==> src/design/mac_tx_pkg.sv <==
package mac_tx_pkg;

  // Frame layout in bytes
  localparam int PREAMBLE_LEN = 8;                 // Seven 0x55 plus the 0xD5 delimiter
  localparam int HDR_LEN      = PREAMBLE_LEN + 14; // Preamble, two addresses, ethertype
  localparam int FCS_LEN      = 4;

  localparam logic [31:0] CRC_RESIDUE_INIT = 32'hffff_ffff;

  // Byte 5 goes on the line first
  typedef logic [5:0][7:0] mac_addr_t;

  // Payload length, 1 to 1500
  typedef logic [10:0] length_t;

  typedef struct packed {
    mac_addr_t   dst_mac;
    logic [15:0] ethertype; // High byte sent first
    length_t     length;
  } tx_meta_t;

  typedef struct packed {
    logic       val;
    logic [7:0] dat;
  } phy_byte_t;

endpackage : mac_tx_pkg
==> src/design/mac_tx_framer.sv <==
`timescale 1ns/1ps

module mac_tx_framer #(
  parameter int MIN_PLD = 46,
  parameter int IFG_LEN = 12
)(
  input  logic                  clk,
  input  logic                  fsm_rst,
  input  mac_tx_pkg::mac_addr_t src_mac,
  input  mac_tx_pkg::tx_meta_t  meta,
  input  logic                  rdy,
  input  logic [7:0]            pld_rdat,
  input  logic [31:0]           crc,
  output logic                  acc,
  output logic                  done,
  output logic                  pld_req,
  output logic                  crc_clr,
  output logic                  crc_en,
  output logic [7:0]            crc_dat,
  output mac_tx_pkg::phy_byte_t phy
);

  localparam int HDR_LEN = mac_tx_pkg::HDR_LEN;
  localparam int FCS_LEN = mac_tx_pkg::FCS_LEN;
  localparam int MAX_PLD = 1500; // No jumbo frames

  localparam logic [mac_tx_pkg::PREAMBLE_LEN-1:0][7:0] PREAMBLE =
    {{(mac_tx_pkg::PREAMBLE_LEN-1){8'h55}}, 8'hd5};

  typedef enum logic [2:0] {
    idle_s,
    hdr_s,
    pld_s,
    pad_s,
    fcs_s,
    gap_s
  } state_t;

  state_t state;

  logic [HDR_LEN-1:0][7:0]        hdr_sr;
  logic [$clog2(HDR_LEN)-1:0]     hdr_cnt;
  mac_tx_pkg::length_t            cur_len;
  mac_tx_pkg::length_t            tot_len;  // Length padded up to MIN_PLD
  mac_tx_pkg::length_t            byte_cnt; // Payload plus pad bytes sent
  mac_tx_pkg::length_t            req_cnt;
  logic [$clog2(FCS_LEN)-1:0]     fcs_cnt;
  logic [$clog2(IFG_LEN+1)-1:0]   gap_cnt;
  logic [FCS_LEN-1:0][7:0]        fcs_word;
  mac_tx_pkg::phy_byte_t          nxt;

  assign fcs_word = ~crc;
  assign crc_clr  = (state == idle_s);
  assign crc_dat  = nxt.dat;

  // Byte for the next PHY cycle, also fed to the CRC
  always_comb begin
    nxt    = '0;
    crc_en = 1'b0;
    case (state)
      hdr_s : begin
        if (!acc) begin
          nxt.val = 1'b1;
          nxt.dat = hdr_sr[HDR_LEN-1];
          crc_en  = (hdr_cnt >= mac_tx_pkg::PREAMBLE_LEN); // FCS starts at dst_mac
        end
      end
      pld_s : begin
        nxt.val = 1'b1;
        nxt.dat = pld_rdat;
        crc_en  = 1'b1;
      end
      pad_s : begin
        nxt.val = 1'b1; // Zero pad
        crc_en  = 1'b1;
      end
      fcs_s : begin
        nxt.val = 1'b1;
        nxt.dat = fcs_word[fcs_cnt]; // LSB first
      end
      default : ;
    endcase
  end

  always_ff @(posedge clk) begin
    if (fsm_rst) begin
      state    <= idle_s;
      acc      <= 1'b0;
      done     <= 1'b0;
      hdr_cnt  <= '0;
      byte_cnt <= '0;
      fcs_cnt  <= '0;
      gap_cnt  <= '0;
    end
    else begin
      done <= 1'b0;
      case (state)
        idle_s : begin
          if (rdy) begin
            acc     <= 1'b1;
            state   <= hdr_s;
            hdr_cnt <= '0;
            fcs_cnt <= '0;
            cur_len <= meta.length;
            tot_len <= (meta.length > MIN_PLD) ? meta.length
                                               : mac_tx_pkg::length_t'(MIN_PLD);
            hdr_sr  <= {PREAMBLE, meta.dst_mac, src_mac, meta.ethertype};
          end
        end
        hdr_s : begin
          if (acc) begin
            acc <= 1'b0; // Dead cycle after capture
          end
          else begin
            hdr_sr  <= {hdr_sr[HDR_LEN-2:0], 8'h00};
            hdr_cnt <= hdr_cnt + 1'b1;
            if (hdr_cnt == HDR_LEN - 1) begin
              state    <= pld_s;
              byte_cnt <= '0;
            end
          end
        end
        pld_s : begin
          byte_cnt <= byte_cnt + 1'b1;
          if (byte_cnt == cur_len - 1) begin
            state <= (byte_cnt == tot_len - 1) ? fcs_s : pad_s;
          end
        end
        pad_s : begin
          byte_cnt <= byte_cnt + 1'b1;
          if (byte_cnt == tot_len - 1) state <= fcs_s;
        end
        fcs_s : begin
          fcs_cnt <= fcs_cnt + 1'b1;
          if (fcs_cnt == FCS_LEN - 1) begin
            state   <= gap_s;
            gap_cnt <= '0;
          end
        end
        gap_s : begin
          gap_cnt <= gap_cnt + 1'b1;
          if (gap_cnt == 0) done <= 1'b1; // Line just went idle
          if (gap_cnt == IFG_LEN) state <= idle_s;
        end
        default : state <= idle_s;
      endcase
    end
  end

  // Payload request runs one cycle ahead of the FIFO's read latency
  always_ff @(posedge clk) begin
    if (fsm_rst) begin
      pld_req <= 1'b0;
      req_cnt <= '0;
    end
    else if (state == hdr_s && !acc && hdr_cnt == HDR_LEN - 2) begin
      pld_req <= 1'b1;
      req_cnt <= '0;
    end
    else if (pld_req) begin
      req_cnt <= req_cnt + 1'b1;
      if (req_cnt == cur_len - 1) pld_req <= 1'b0;
    end
  end

  always_ff @(posedge clk) begin
    phy.dat <= nxt.dat;
    if (fsm_rst) begin
      phy.val <= 1'b0;
    end
    else begin
      phy.val <= nxt.val;
    end
  end

  // No gaps once the preamble has started
  a_val_steady : assert property (
    @(posedge clk) disable iff (fsm_rst)
    phy.val && state != gap_s |=> phy.val
  ) else $error("mac_tx_framer: phy.val dropped inside a frame");

  a_len_range : assert property (
    @(posedge clk) disable iff (fsm_rst)
    $rose(acc) |-> (cur_len >= 1 && cur_len <= MAX_PLD)
  ) else $error("mac_tx_framer: captured length out of range");

endmodule : mac_tx_framer

==> config.mk <==
export PLATFORM = sky130hd
export DESIGN_NAME = mac_tx_framer
export DESIGN_NICKNAME = d
export VERILOG_FILES = /design/src/design/mac_tx_pkg.sv /design/src/design/mac_tx_framer.sv
export SDC_FILE = /design/constraint.sdc
export NUM_CORES = 1
export LEC_CHECK = 0
export BUFFER_PORTS_ARGS = -buffer_cell sky130_fd_sc_hd__buf_2
export CAP_MARGIN = 15
export CORE_MARGIN = 1.5
export CORE_UTILIZATION = 40
export CTS_CLUSTER_DIAMETER = 150
export DETAILED_ROUTE_END_ITERATION = 16
export GPL_ROUTABILITY_DRIVEN = 0
export PLACE_DENSITY = 0.71
export SYNTH_ARGS = -nofsm -noshare
export SYNTH_HDL_FRONTEND = slang
export SYNTH_SLANG_ARGS = --single-unit
export TNS_END_PERCENT = 100
==> constraint.sdc <==
create_clock -name clk -period 11.4 [get_ports clk]
set_clock_uncertainty 0.2 [all_clocks]
set_input_delay 0.57 -clock clk [delete_from_list [all_inputs] [get_ports clk]]
set_output_delay 0.57 -clock clk [all_outputs]
set_load 0.02 [all_outputs]
==> flow_metrics.tcl <==
set metrics [dict create \
    status "completed" \
    io_buffer_count 187 \
    timing.hold.ws_ns 0.0384 \
    p_total_mw 2.95 \
    end_kind "output pin" \
    insertion_delay_ns 0.54 \
    crit_chain "nor2b_1 > nand2b_4 > nor2_1 > a22oi_1 > o21ai_0 > buf_2" \
    final-hold-violation-count 0 \
    ctsResizeCount 0 \
    clk_pin_slew_worst_paths_ns 0.06 \
    firstDrtPassIters 4 \
    hold_buffers 0 \
    vias_per_cell 4.92 \
    htreeDepth 1 \
    switching_share_pct 31.5 \
    period_needed_ns 3.64 \
    grt.overflow.total 0 \
    grt_pass1_wl_um 37400 \
    drive_above_1_share_pct 20.4 \
    powerDensity_nw_per_um2 222 \
    postSynthCellCount 1043 \
    setup_viol 0 \
    min_path_cells 1 \
    max_cap_violations 0 \
    hp-start "meta[3]" \
    nets 1378 \
    rrSetupSlack_ns 7.91 \
    ys_ff_latch 246 \
    arrival_ns 2.87 \
    drtIter0Drc 595 \
    p_int_mw 2.02 \
    routed-via-count 7876 \
    reg2reg_depth 6 \
    power.switching_mw 0.928 \
    drv_slew 0 \
    worst_pin_slew_ns 1.01 \
    routed_wirelength_um 22900 \
    seqCellArea_sq_um 6910 \
    p_comb_share_pct 25.3 \
    cts_made_buffers 28 \
    final.fill_count 2575 \
    max_stage_delay_ns 0.62 \
    rows 61 \
    clk_root_buffer_cell "clkbuf_16" \
    coreArea_sq_um 27600 \
    multiInputGateArea_sq_um 3970 \
    synth_flop_cell "edfxtp_1" \
    initial_utilization_pct 40.5 \
    worstPathRequired_ns 10.63 \
    synth_seq_area_share_pct 61.8 \
    die_y_um 170 \
    leakage_nw 5.24 \
    synth_edf_count 198 \
    pwr-share-seq_pct 45.4 \
    wl_per_cell_um 14.3 \
    antenna_found_initial 2 \
    die_width_um 170 \
    fmax_mhz 275 \
    path_max_fanout 31 \
    grt_pass1_vias 7533 \
    critPathKind "flop to output pin" \
    finalCritPeriodShare_pct 31.9 \
    r2r_start "state[0]$_SDFFE_PP0P_" \
    hold_end "cur_len[3]$_DFFE_PP_" \
    ys_types 59 \
    syn2layout_area_growth_pct 18.8 \
    cts_buffer_depth 3 \
    slowest_stage "nor2_1" \
    die_area_sq_um 29000 \
    fin_tns_setup_ns 0 \
    yosys_warnings 0 \
    rsz0062_at_grt "no" \
    clkSinkCount 246 \
    drcViolationCount 0 \
    slew_headroom_pct 32.9 \
    ant_nets 0 \
    worstHoldPathType "primary input to flop" \
    synth_area_sq_um 11200 \
    peakVddDrop_mv 0.136 \
    r2r-end "hdr_sr[44]$_DFFE_PP_" \
    p_clk_share_pct 29.3 \
    synth_nets 1219 \
    cp-start-kind "flop" \
    cts_tree "built" \
    grt_max_degree 177 \
    post_cts_buffers 0 \
    grt_use_total_pct 16.1 \
    dpl.hpwl_um 15600 \
    ioPinCount 188 \
    ys_async_sr_fraction_pct 0 \
    avgSynthCellArea_sq_um 10.7 \
]
## layout make-up
cell class              instances  share of cell area [%]
multi-input cells             722                    29.9
clock buffers                  42                    6.22
flip-flops and latches        246                    52.0
clock inverters                 7                   0.528
inverters                      12                   0.339
well taps                     378                    3.56
repair buffers                192                    7.42
diodes                          1                  0.0188
## kinds of logic after synthesis
kind of cell	after synthesis	synth area share [%]
simple gates	557	22.6
fa+ha+maj	10	1.12
mux	13	2.06
xor+xnor	57	4.47
compound gates	85	5.09
flops	246	61.8
buf+inv	75	2.88
## cell usage in the layout, fill, tap and decap left out, types with 3 or more instances in the layout
master	synthesis	final
nor3_1	9	9
nand2b_1	43	42
mux4_2	8	8
clkbuf_16	0	30
clkinv_1	0	4
nand2_1	342	342
and2_1	42	42
buf_2	2	187
a22oi_1	12	12
nor4_1	8	8
inv_1	12	12
or3_1	5	5
a21oi_1	22	22
nand3_1	11	11
edfxtp_1	198	198
o21ai_0	20	20
nand4_1	12	12
buf_4	8	4
mux2i_1	5	5
xor2_1	27	27
or2_2	5	5
nand3b_1	3	3
nor2_1	49	48
clkbuf_1	49	9
ha_1	10	10
and3_1	7	7
a31oi_1	5	5
a211oi_1	3	3
nor2b_1	10	9
dfxtp_1	48	48
clkbuf_8	0	3
xnor2_1	30	30
## through the flow
stage	std cells	area (sq um)	setup slack, ns	utilization, %
6_report	1600	13300	7.76	48.1
5_1_grt	1600	13300	7.45	48.1
4_1_cts	1599	13300	7.71	48.1
3_5_place_dp	1550	12400	7.93	44.8
3_3_place_gp	1550	12400	7.95	44.8
2_1_floorplan	1043	11200	1.73	-
## Yosys cell counts, types with 5 or more instances
master	instances	area [sq um]
nand2_1	342	1280
edfxtp_1	198	5950
clkbuf_1	49	184
nor2_1	49	184
dfxtp_1	48	961
nand2b_1	43	269
and2_1	42	263
xnor2_1	30	263
xor2_1	27	236
a21oi_1	22	110
o21ai_0	20	100
a22oi_1	12	90.1
inv_1	12	45.0
nand4_1	12	75.1
nand3_1	11	55.1
ha_1	10	125
nor2b_1	10	62.6
nor3_1	9	45.0
buf_4	8	60.1
mux4_2	8	180
nor4_1	8	50.1
and3_1	7	43.8
a31oi_1	5	31.3
mux2i_1	5	50.1
or2_2	5	31.3
or3_1	5	31.3
## worst max-delay path: cells and delay by family (launching register included)
family / cells / cell delay [ns]
and+or+nand+nor: 3 / 1.31
DFF: 1 / 0.46
AOI/OAI and AO/OA: 2 / 0.34
buffers and inverters: 1 / 0.22
## state kept, by name, indices dropped and copies added, names as in the netlist
name and cells:
acc 1, byte_cnt 11, cur_len 11, done 1
fcs_cnt 2, gap_cnt 4, hdr_cnt 5, hdr_sr 176
phy 9, pld_req 1, req_cnt 11, state 3
tot_len 11
## per-layer routing
metal	wire, um	vias up	share of wire (%)	track usage (%)
met3	1620	47	7.1	2.72
li1	-	3872	-	-
met4	574	0	2.5	5.27
met5	0	-	0	0
met2	10900	279	48	27.1
met1	9780	3678	43	21.0
## worst max path at each step
stage / slack, ns / start / endpoint / cells after the start
6_report: 7.76 / state[0]$_SDFFE_PP0P_ / crc_dat[0] / 6
5_1_grt: 7.45 / state[0]$_SDFFE_PP0P_ / crc_dat[6] / 6
4_1_cts: 7.71 / state[0]$_SDFFE_PP0P_ / crc_dat[0] / 6
3_5_place_dp: 7.93 / state[0]$_SDFFE_PP0P_ / hdr_sr[48]$_DFFE_PP_ / 6
3_3_place_gp: 7.95 / state[0]$_SDFFE_PP0P_ / hdr_sr[74]$_DFFE_PP_ / 6
2_1_floorplan: 1.73 / state[1]$_SDFFE_PP0P_ / hdr_sr[0]$_SDFFCE_PP0P_ / 5
## power by group through the flow
stage / Combinational, mW / Clock (mW) / Sequential, mW
after floorplan: 0.560 / 0 / 1.39
after global placement: 0.744 / 0 / 1.35
after detailed placement: 0.760 / 0 / 1.36
after CTS: 0.761 / 0.889 / 1.34
after global routing: 0.856 / 0.922 / 1.36
final: 0.746 / 0.864 / 1.34
(Power assumes the default switching activity.)
