## config.mk

```make
export PLATFORM = sky130hd
export DESIGN_NAME = crc32_engine
export DESIGN_NICKNAME = d
export VERILOG_FILES = /design/src/design/mac_tx_pkg.sv /design/src/design/crc32_engine.sv
export SDC_FILE = /design/constraint.sdc
export NUM_CORES = 1
export LEC_CHECK = 0
export ABC_AREA = 1
export BUFFER_PORTS_ARGS = -buffer_cell sky130_fd_sc_hd__buf_4
export CORE_MARGIN = 4
export CORE_UTILIZATION = 55
export DETAILED_ROUTE_END_ITERATION = 7
export GPL_TIMING_DRIVEN = 0
export HOLD_SLACK_MARGIN = 0.15
export PLACE_DENSITY = 0.9
export SLEW_MARGIN = 20
export SYNTH_ARGS = -nofsm -noshare
export SYNTH_HDL_FRONTEND = slang
export SYNTH_SLANG_ARGS = --single-unit
export TNS_END_PERCENT = 100
```

## constraint.sdc

```tcl
create_clock -name clk -period 4 [get_ports clk]
set_input_delay 0.2 -clock clk [delete_from_list [all_inputs] [get_ports clk]]
set_output_delay 0.2 -clock clk [all_outputs]
set_load 0.02 [all_outputs]
```

## src/design/mac_tx_pkg.sv

```systemverilog
package mac_tx_pkg;

  // Frame layout in bytes
  localparam int PREAMBLE_LEN = 8;                 // Seven 0x55 plus the 0xD5 delimiter
  localparam int HDR_LEN      = PREAMBLE_LEN + 14; // Preamble, two addresses, ethertype
  localparam int FCS_LEN      = 4;

  localparam logic [31:0] CRC_RESIDUE_INIT = 32'hffff_ffff;

  // Byte 5 goes on the line first
  typedef logic [5:0][7:0] mac_addr_t;

  // Payload length, 1 to 1500
  typedef logic [10:0] length_t;

  typedef struct packed {
    mac_addr_t   dst_mac;
    logic [15:0] ethertype; // High byte sent first
    length_t     length;
  } tx_meta_t;

  typedef struct packed {
    logic       val;
    logic [7:0] dat;
  } phy_byte_t;

endpackage : mac_tx_pkg
```

## src/design/crc32_engine.sv

```systemverilog
`timescale 1ns/1ps

module crc32_engine (
  input  logic        clk,
  input  logic        fsm_rst,
  input  logic        crc_clr,
  input  logic        crc_en,
  input  logic [7:0]  dat,
  output logic [31:0] crc
);

  localparam logic [31:0] POLY = 32'hedb8_8320; // Bit-reversed 0x04C11DB7

  // One byte folded in LSB first
  function automatic logic [31:0] fold_byte(
    input logic [31:0] cur,
    input logic [7:0]  din
  );
    logic [31:0] r;
    r = cur ^ {24'h0, din};
    for (int i = 0; i < 8; i++) begin
      if (r[0]) begin
        r = (r >> 1) ^ POLY;
      end
      else begin
        r = r >> 1;
      end
    end
    return r;
  endfunction

  always_ff @(posedge clk) begin
    if (fsm_rst || crc_clr) begin
      crc <= mac_tx_pkg::CRC_RESIDUE_INIT;
    end
    else if (crc_en) begin
      crc <= fold_byte(crc, dat);
    end
  end

  // Framer must never clear in the middle of a fold
  a_clr_en_excl : assert property (
    @(posedge clk) disable iff (fsm_rst)
    !(crc_clr && crc_en)
  ) else $error("crc32_engine: crc_clr and crc_en high together");

endmodule : crc32_engine

```

==> results of run 1 <==
[through the flow]
step,instance area [sq um],hold slack (ns)
floorplan,2240,0.351
detailed placement,2620,0.512
finish,2710,0.222
global placement,2620,0.505
CTS,2710,0.215
global route,2710,0.231
[layout make-up]
cell class,instances,area [sq um]
plain buffers,8,31.3
clock buffers,8,90.1
repair buffers,43,323
inverters,31,119
fillers,328,1080
multi-input cells,256,1450
flip-flops and latches,32,641
well taps,48,60.1
[worst max-delay path: cells and delay by family, from the launching register on]
kind / cells / cell delay, ns
xor+xnor: 1 / 0.38
buf+inv: 1 / 0.06
flops: 1 / 0.42
simple gates: 7 / 0.65
[synth_stat cells (all sizes together) (3+ instances only)]
library cell | n | share of area
o211ai | 8 | 0.034
buf | 3 | 0.0056
or2 | 4 | 0.011
nand3 | 19 | 0.042
clkbuf | 5 | 0.0084
o21ai | 16 | 0.037
nand2 | 133 | 0.29
dfxtp | 32 | 0.29
inv | 31 | 0.053
nor2 | 9 | 0.018
a21oi | 33 | 0.074
xnor2 | 7 | 0.031
xor2 | 24 | 0.097
[cells by family after synthesis]
group / count (synthesis) / share of synthesized area
simple gates: 167 / 0.371
compound gates: 58 / 0.149
buf+inv: 39 / 0.0670
xor+xnor: 31 / 0.128
flops: 32 / 0.286
[metal layers]
layer,track usage,vias up
met5,0,-
met3,0.0435,11
met4,0.0939,0
li1,-,1146
met1,0.308,1054
met2,0.406,93
[cell usage in the layout, fill, tap and decap left out, types with 5 or more instances in the layout]
cell and count:
sky130_fd_sc_hd__nand2_1 100, sky130_fd_sc_hd__buf_4 43, sky130_fd_sc_hd__a21oi_1 33, sky130_fd_sc_hd__dfxtp_1 32, sky130_fd_sc_hd__xor2_1 23, sky130_fd_sc_hd__nand2_2 20, sky130_fd_sc_hd__nand3_1 19, sky130_fd_sc_hd__inv_1 18
sky130_fd_sc_hd__inv_2 12, sky130_fd_sc_hd__nand2_4 12, sky130_fd_sc_hd__o21ai_0 12, sky130_fd_sc_hd__nor2_1 8, sky130_fd_sc_hd__clkbuf_1 7, sky130_fd_sc_hd__xnor2_1 6, sky130_fd_sc_hd__clkbuf_8 6, sky130_fd_sc_hd__o211ai_1 5
[power by group]
group          switching (uW)  internal [uW]
Clock                     119            140
Sequential               19.9            337
Combinational             223            126
Total                     362            604
[final timing paths]
check / depth (start not counted) / to / slack [ns]
hold / removal: 3 / crc[30]$_SDFFE_PP1P_ / 0.22
setup / recovery: 9 / crc[18]$_SDFFE_PP1P_ / 2.38
hold reg to reg: 2 / crc[13]$_SDFFE_PP1P_ / 0.52
setup reg to reg: 9 / crc[18]$_SDFFE_PP1P_ / 2.38
==> metrics.txt, run 1 <==
detailed-routed wire length on met3=457 um; worst setup slack after placement=2.42 ns; wire length reported by the detailed router=6060 um; via count=about 2,300; final setup violating endpoints=0; first-pass iteration count of the detailed router=7; I/O pin count=44; total negative slack=0 ns; Post-synth EDFFs=0; Worst slew margin=0.586; unrepaired setup endpoints after global routing=no; pin count of the biggest net entering global routing=11; vias per inst=roughly 5.4; Syn. warnings=0; I/O Buffers=43; top metal layer carrying routed signals=met4; asr flop ratio synth=0; number of nets in the layout=just under 400; leakage dissipation=0.00130 uW; count of nets left with antenna violations after detail routing=0; minimum period implied by the final worst setup slack=roughly 1.6 ns; DRC violations left=0; worst skew pair latency=about 0.29 ns; distinct cell type count after synthesis=29; Layout area overhead=21.1%; flip-flop count of the largest register after layout=32; count of final hold-check violations=0; final core utilization=0.714; number of buffers added by the clock tree synthesis step=5; post-route met1 wirelength=between 2000 and 3000 um; Post-Place Cells=approximately 420; worst-case vdd ir drop=0.211 mV; class of the tightest hold or removal check=input pin to register; maxcap violations=0; post-CTS repair timing setup buffer count=0; highest cell delay on the worst timing path=roughly 0.42 ns; critical path's most frequent cell=sky130_fd_sc_hd__nand2_1; final estimated routing congestion in global placement=0.936; synthesized netlist net count=roughly 340; number of global-route vias before repair=~2,100; period utilization=0.404; initial antenna violation count=0; required time reported for the critical path endpoint=4.18 ns; Clk pin slew, worst setup/hold paths=around 0.070 ns; Synth Register Bits=32; Slew Viols, Final=0; Setup crit end kind=register; share of the yosys chip area belonging to registers=0.286; launch instance of the worst register-to-register path=crc[4]$_SDFFE_PP1P_; Worst Hold Launch=crc_en; CTS Root Buffer Type=sky130_fd_sc_hd__clkbuf_8; data arrival time of the critical path=1.80 ns; number of clock sinks=32; Worst setup startpoint=crc[4]$_SDFFE_PP1P_; maximum buffer depth of the clock tree=2; global route overflow=0; Worst Path Class, Setup=register to register; initial cell density of the core=0.590; die width=approximately 72 um; Setup crit start kind=register; maximum net fanout on the critical path=6; die outline area=0.00516 sq mm; chain of cells forming the critical path=inv_2 > nand2_1 > nand2_2 > xnor2_2 > nand2_1 > nand2_1 > nand2_1 > nand3_1 > nand2_1; setup slack of the critical path after layout=2.38 ns; standard-cell row count=22; global router's overall resource usage=0.243; timing-limited maximum frequency=619 MHz; post-DP HPWL=between 4000 and 5000 um; most used flip-flop cell after synthesis=sky130_fd_sc_hd__dfxtp_1; outcome=completed; synthesized area=roughly 0.0022 sq mm; violation count after the first detailed-routing iteration=approximately 140; global-route wire length before repair=9770 um; wire per inst=approximately 14 um; Largest Register=crc; routed length on met2=2950 um; master of the slowest instance on the critical path=sky130_fd_sc_hd__dfxtp_1; Avg Cell Area, Syn=6.85 sq um; die height=between 70 and 80 um; share of post-route cells with drive strength above 1=0.278; gate count of the mapped netlist=~330; clock tree from TritonCTS=done; CTS H-tree depth=2; power per cell area=356 mW/mm^2; clk_skew=between 0.007 and 0.008 ns; registers with the highest flip-flop counts=crc (32); area inside the core boundary=0.00380 sq mm; number of hold-repair buffers added at the cts stage=0; slew at the pin closest to its max-slew limit=slightly above 0.6 ns; Final Power=around 970 uW; final cell count without fillers=~430; # diodes=0; Gates resized, CTS repair=0
Note: power is estimated with default switching activity, not from simulation.
==> inputs of run 2 (changes only) <==
Clock period 4 ns to 1.7 ns, I/O delays scaled along.
==> metrics.txt, run 2 (synthesis results as in run 1) <==
I/O pin count=44; Worst Hold Launch=fsm_rst; internal power contribution=between 1000 and 1500 uW; number of global-route vias before repair=2,127; pin count of the biggest net entering global routing=11; Slew Viols, Final=0; worst-case vdd ir drop=between 0.6 and 0.7 mV; maxcap violations=0; Final Power=around 2300 uW; most common library cell in the layout ignoring fill and taps=sky130_fd_sc_hd__nand2_1; fillcell total=between 300 and 400; maximum net fanout on the critical path=10; slew at the pin closest to its max-slew limit=0.665 ns; Clk pin slew, worst setup/hold paths=~0.06 ns; Worst slew margin=0.557; fraction of power spent switching nets=0.376; I/O Buffers=43; die width=approximately 72 um; global router's overall resource usage=0.244; outcome=completed; maximum buffer depth of the clock tree=2; number of clock sinks=32; vias per inst=5.44; violation count after the first detailed-routing iteration=165; initial cell density of the core=0.590; worst skew pair latency=0.30 ns; Layout area overhead=22.8%; count of final hold-check violations=0; top library cells by usage in the layout, fill and taps aside=100 x sky130_fd_sc_hd__nand2_1, 43 x sky130_fd_sc_hd__buf_4, 33 x sky130_fd_sc_hd__a21oi_1, 32 x sky130_fd_sc_hd__dfxtp_1, 23 x sky130_fd_sc_hd__xor2_1; CTS H-tree depth=2; initial antenna violation count=0; unrepaired setup endpoints after global routing=no; wire per inst=around 14 um; clock tree from TritonCTS=done; Setup crit end kind=register; required time reported for the critical path endpoint=about 1.9 ns; final estimated routing congestion in global placement=0.936; data arrival time of the critical path=between 1.5 and 2 ns; CTS Root Buffer Type=sky130_fd_sc_hd__clkbuf_8; minimum period implied by the final worst setup slack=~1.6 ns; Worst Path Class, Setup=input pin to register; die outline area=0.00516 sq mm; period utilization=0.945; net switching power of the design=around 860 uW; count of nets left with antenna violations after detail routing=0; area inside the core boundary=about 0.0038 sq mm; # diodes=0; power per cell area=833 mW/mm^2; number of buffers added by the clock tree synthesis step=5; final core utilization=0.725; final setup violating endpoints=0; total negative slack=0 ns; class of the tightest hold or removal check=input pin to register; global-route wire length before repair=9840 um; Setup crit start kind=input pin; area of the multi-input gates=~0.0015 sq mm; Storage cell area=roughly 640 sq um; Largest Register=crc; DRC violations left=0; leakage dissipation=around 0.0013 uW; registers with the highest flip-flop counts=crc (32); part of the total power dissipated in sequential elements=0.367; share of post-route cells with drive strength above 1=0.279; Worst setup startpoint=crc_en; Gate power share=0.365; post-DP HPWL=between 4000 and 5000 um; clk_skew=around 0.014 ns; wire length reported by the detailed router=~6000 um; number of nets in the layout=approximately 400; launch instance of the worst register-to-register path=crc[1]$_SDFFE_PP1P_; relative contribution of the clock network to total power=0.268; global route overflow=0; post-CTS repair timing setup buffer count=0; via count=approximately 2,300; flip-flop count of the largest register after layout=32; standard-cell row count=22; die height=~72 um; first-pass iteration count of the detailed router=6; timing-limited maximum frequency=~620 MHz
[run 2: cell count changes in the layout (fill, tap and decap cells not counted)]
cell | previous run | this run
sky130_fd_sc_hd__dlygate4sd3_1 | 0 | 2
sky130_fd_sc_hd__xnor2_1 | 6 | 5
sky130_fd_sc_hd__xnor2_4 | 0 | 1
[run 2: critical path: stages]
cell                            delay [ns]
sky130_fd_sc_hd__dlygate4sd3_1        0.54
sky130_fd_sc_hd__buf_4                0.16
sky130_fd_sc_hd__inv_1                0.11
sky130_fd_sc_hd__clkbuf_1             0.53
sky130_fd_sc_hd__nor2_1               0.14
sky130_fd_sc_hd__nand3_1              0.12
sky130_fd_sc_hd__nand3_1              0.10
[run 2: path summary, 6_finish.rpt]
| check | endpoint | depth (start not counted) | slack, ns |
|---|---|---|---|
| max | crc[19]$_SDFFE_PP1P_ | 7 | 0.09 |
| min | crc[11]$_SDFFE_PP1P_ | 4 | 0.25 |
| max reg2reg | crc[20]$_SDFFE_PP1P_ | 13 | 0.14 |
| min reg2reg | crc[18]$_SDFFE_PP1P_ | 2 | 0.52 |
[run 2: through the flow]
step / setup slack, ns / cells / cell area [sq um] / hold slack, ns
final: 0.0943 / 428 / 2750 / 0.245
after global routing: 0.00762 / 428 / 2750 / 0.291
after CTS: 0.112 / 428 / 2730 / 0.238
after detailed placement: 0.125 / 418 / 2620 / 0.397
after global placement: 0.154 / 418 / 2620 / 0.391
after floorplan: 0.230 / 327 / 2240 / 0.236
[run 2: routing by layer]
| layer | track usage | part of all wire | wire length [um] |
|---|---|---|---|
| met5 | 0 | 0 | 0 |
| met1 | 0.311 | 0.42 | 2560 |
| met2 | 0.408 | 0.48 | 2960 |
| met4 | 0.0939 | 0.021 | 128 |
| met3 | 0.0435 | 0.081 | 498 |
[run 2: repair_timing]
| action | 4_1_cts | 5_1_grt |
|---|---|---|
| hold buffers | 2 | 0 |
| endpoints found under the hold margin | 5 | 0 |
| setup endpoints to repair | 0 | 3 |
| gates resized for setup | 0 | 2 |
[run 2: power by group through the flow]
stage               clock, uW  sequential [uW]  combinational, uW
detailed placement          0              856                807
global route              647              847                920
floorplan                   0              901                544
global placement            0              855                788
CTS                       612              840                817
finish                    615              841                837
[run 2: area by class of cell]
class                   count  area share
clock buffers               8      0.0327
well taps                  48      0.0218
multi-input cells         256       0.534
repair buffers             45       0.125
flip-flops and latches     32       0.233
plain buffers               8      0.0114
inverters                  31      0.0432
==> inputs of run 3 (changes only) <==
Settings changed: ABC_CLOCK_PERIOD_IN_PS set to 1700, CELL_PAD_IN_SITES_DETAIL_PLACEMENT set to 0, CELL_PAD_IN_SITES_GLOBAL_PLACEMENT set to 2, CORE_UTILIZATION 55 to 30, PLACE_DENSITY 0.9 to 0.89.
==> metrics.txt, run 3 (synthesis results as in run 1) <==
outcome=completed; share of post-route cells with drive strength above 1=0.282; CTS H-tree depth=2; global-route wire length before repair=between 10,000 and 15,000 um; pin count of the biggest net entering global routing=11; number of clock sinks=32; Worst Hold Launch=fsm_rst; Gate power share=0.357; unrepaired setup endpoints after global routing=no; area inside the core boundary=0.00725 sq mm; Slew Viols, Final=0; Largest Register=crc; Clk pin slew, worst setup/hold paths=0.07 ns; Setup crit start kind=input pin; wire length reported by the detailed router=6700 um; minimum period implied by the final worst setup slack=1.53 ns; Layout area overhead=25.5%; initial antenna violation count=0; # diodes=0; part of the total power dissipated in sequential elements=0.362; highest cell delay on the worst timing path=0.54 ns; class of the tightest hold or removal check=input pin to register; worst skew pair latency=between 0.2 and 0.3 ns; master of the slowest instance on the critical path=sky130_fd_sc_hd__dlygate4sd3_1; via count=around 2,200; Worst slew margin=0.571; period utilization=0.903; clk_skew=0.00283 ns; maximum buffer depth of the clock tree=2; slew at the pin closest to its max-slew limit=0.644 ns; Setup crit end kind=register; fraction of power spent switching nets=0.374; final estimated routing congestion in global placement=0.806; chain of cells forming the critical path=dlygate4sd3_1 > buf_4 > inv_1 > clkbuf_1 > nor2_1 > nand3_1 > nand3_1; net switching power of the design=870 uW; DRC violations left=0; relative contribution of the clock network to total power=0.281; die width=around 94 um; top library cells by usage in the layout, fill and taps aside=100 x sky130_fd_sc_hd__nand2_1, 43 x sky130_fd_sc_hd__buf_4, 33 x sky130_fd_sc_hd__a21oi_1, 32 x sky130_fd_sc_hd__dfxtp_1, 23 x sky130_fd_sc_hd__xor2_1; number of nets in the layout=~390; global route overflow=0; vias per inst=between 4 and 5; global router's overall resource usage=0.156; die height=approximately 94 um; total negative slack=0 ns; setup slack of the critical path after layout=approximately 0.17 ns; wire per inst=14.0 um; internal power contribution=approximately 1500 uW; violation count after the first detailed-routing iteration=approximately 120; initial cell density of the core=0.309; launch instance of the worst register-to-register path=crc[2]$_SDFFE_PP1P_; timing-limited maximum frequency=about 650 MHz; worst-case vdd ir drop=between 0.2 and 0.3 mV; die outline area=~0.0089 sq mm; count of final hold-check violations=0; count of nets left with antenna violations after detail routing=0; first-pass iteration count of the detailed router=4; I/O pin count=44; clock tree from TritonCTS=done; Worst Path Class, Setup=input pin to register; standard-cell row count=31; number of global-route vias before repair=~2,000; required time reported for the critical path endpoint=1.87 ns; I/O Buffers=43; Worst setup startpoint=crc_en; registers with the highest flip-flop counts=crc (32); maximum net fanout on the critical path=10; most common library cell in the layout ignoring fill and taps=sky130_fd_sc_hd__nand2_1; leakage dissipation=0.00132 uW; post-DP HPWL=just over 5000 um; CTS Root Buffer Type=sky130_fd_sc_hd__clkbuf_8; power per cell area=between 800 and 900 mW/mm^2; data arrival time of the critical path=around 1.7 ns; number of buffers added by the clock tree synthesis step=5; worst setup slack after placement=between 0.15 and 0.2 ns; flip-flop count of the largest register after layout=32; critical path's most frequent cell=sky130_fd_sc_hd__nand3_1; final setup violating endpoints=0; fillcell total=between 800 and 900; maxcap violations=0
## run 3: routing by layer
layer / track usage / part of all wire
met5: 0 / 0
met4: 0.0481 / 0.014
met3: 0.0303 / 0.041
met2: 0.256 / 0.46
met1: 0.205 / 0.48
## run 3: critical path, delay by kind of cell
| family | cells | cell delay [ns] |
|---|---|---|
| buffers and inverters | 4 | 1.28 |
| AND/OR/NAND/NOR | 3 | 0.35 |
## run 3: through the flow
stage | area (sq um) | util | cells | hold WS (ns) | total power [uW]
2_1_floorplan | 2240 | - | 327 | 0.236 | 1440
3_3_place_gp | 2690 | 0.371 | 469 | 0.406 | 1680
3_5_place_dp | 2690 | 0.371 | 469 | 0.416 | 1680
4_1_cts | 2800 | 0.387 | 478 | 0.243 | 2340
5_1_grt | 2810 | 0.388 | 478 | 0.276 | 2480
6_report | 2810 | 0.388 | 478 | 0.249 | 2330
## run 3: final timing paths
path / cells past startpoint / to / slack (ns)
max: 7 / crc[20]$_SDFFE_PP1P_ / 0.17
min: 5 / crc[6]$_SDFFE_PP1P_ / 0.25
max reg2reg: 7 / crc[21]$_SDFFE_PP1P_ / 0.17
min reg2reg: 2 / crc[18]$_SDFFE_PP1P_ / 0.53
## run 3: what timing repair did
action	in CTS	in global routing
hold buffers	2	0
hold endpoints to repair	5	0
endpoints found under the setup margin	0	3
setup buffers	0	0
resized for setup	0	1
## run 3: power groups by stage
stage	Sequential [uW]	Combinational [uW]	Clock, uW
2_1_floorplan	901	544	0
3_3_place_gp	858	818	0
3_5_place_dp	859	826	0
4_1_cts	842	834	665
5_1_grt	849	922	705
6_report	841	831	654
## run 3: layout make-up
class	count	area [sq um]	share of cell area
multi-input cells	256	1460	0.518
repair buffers	45	343	0.122
inverters	31	119	0.0423
plain buffers	8	31.3	0.0111
flip-flops and latches	32	641	0.228
well taps	99	124	0.0441
clock buffers	7	96.3	0.0343
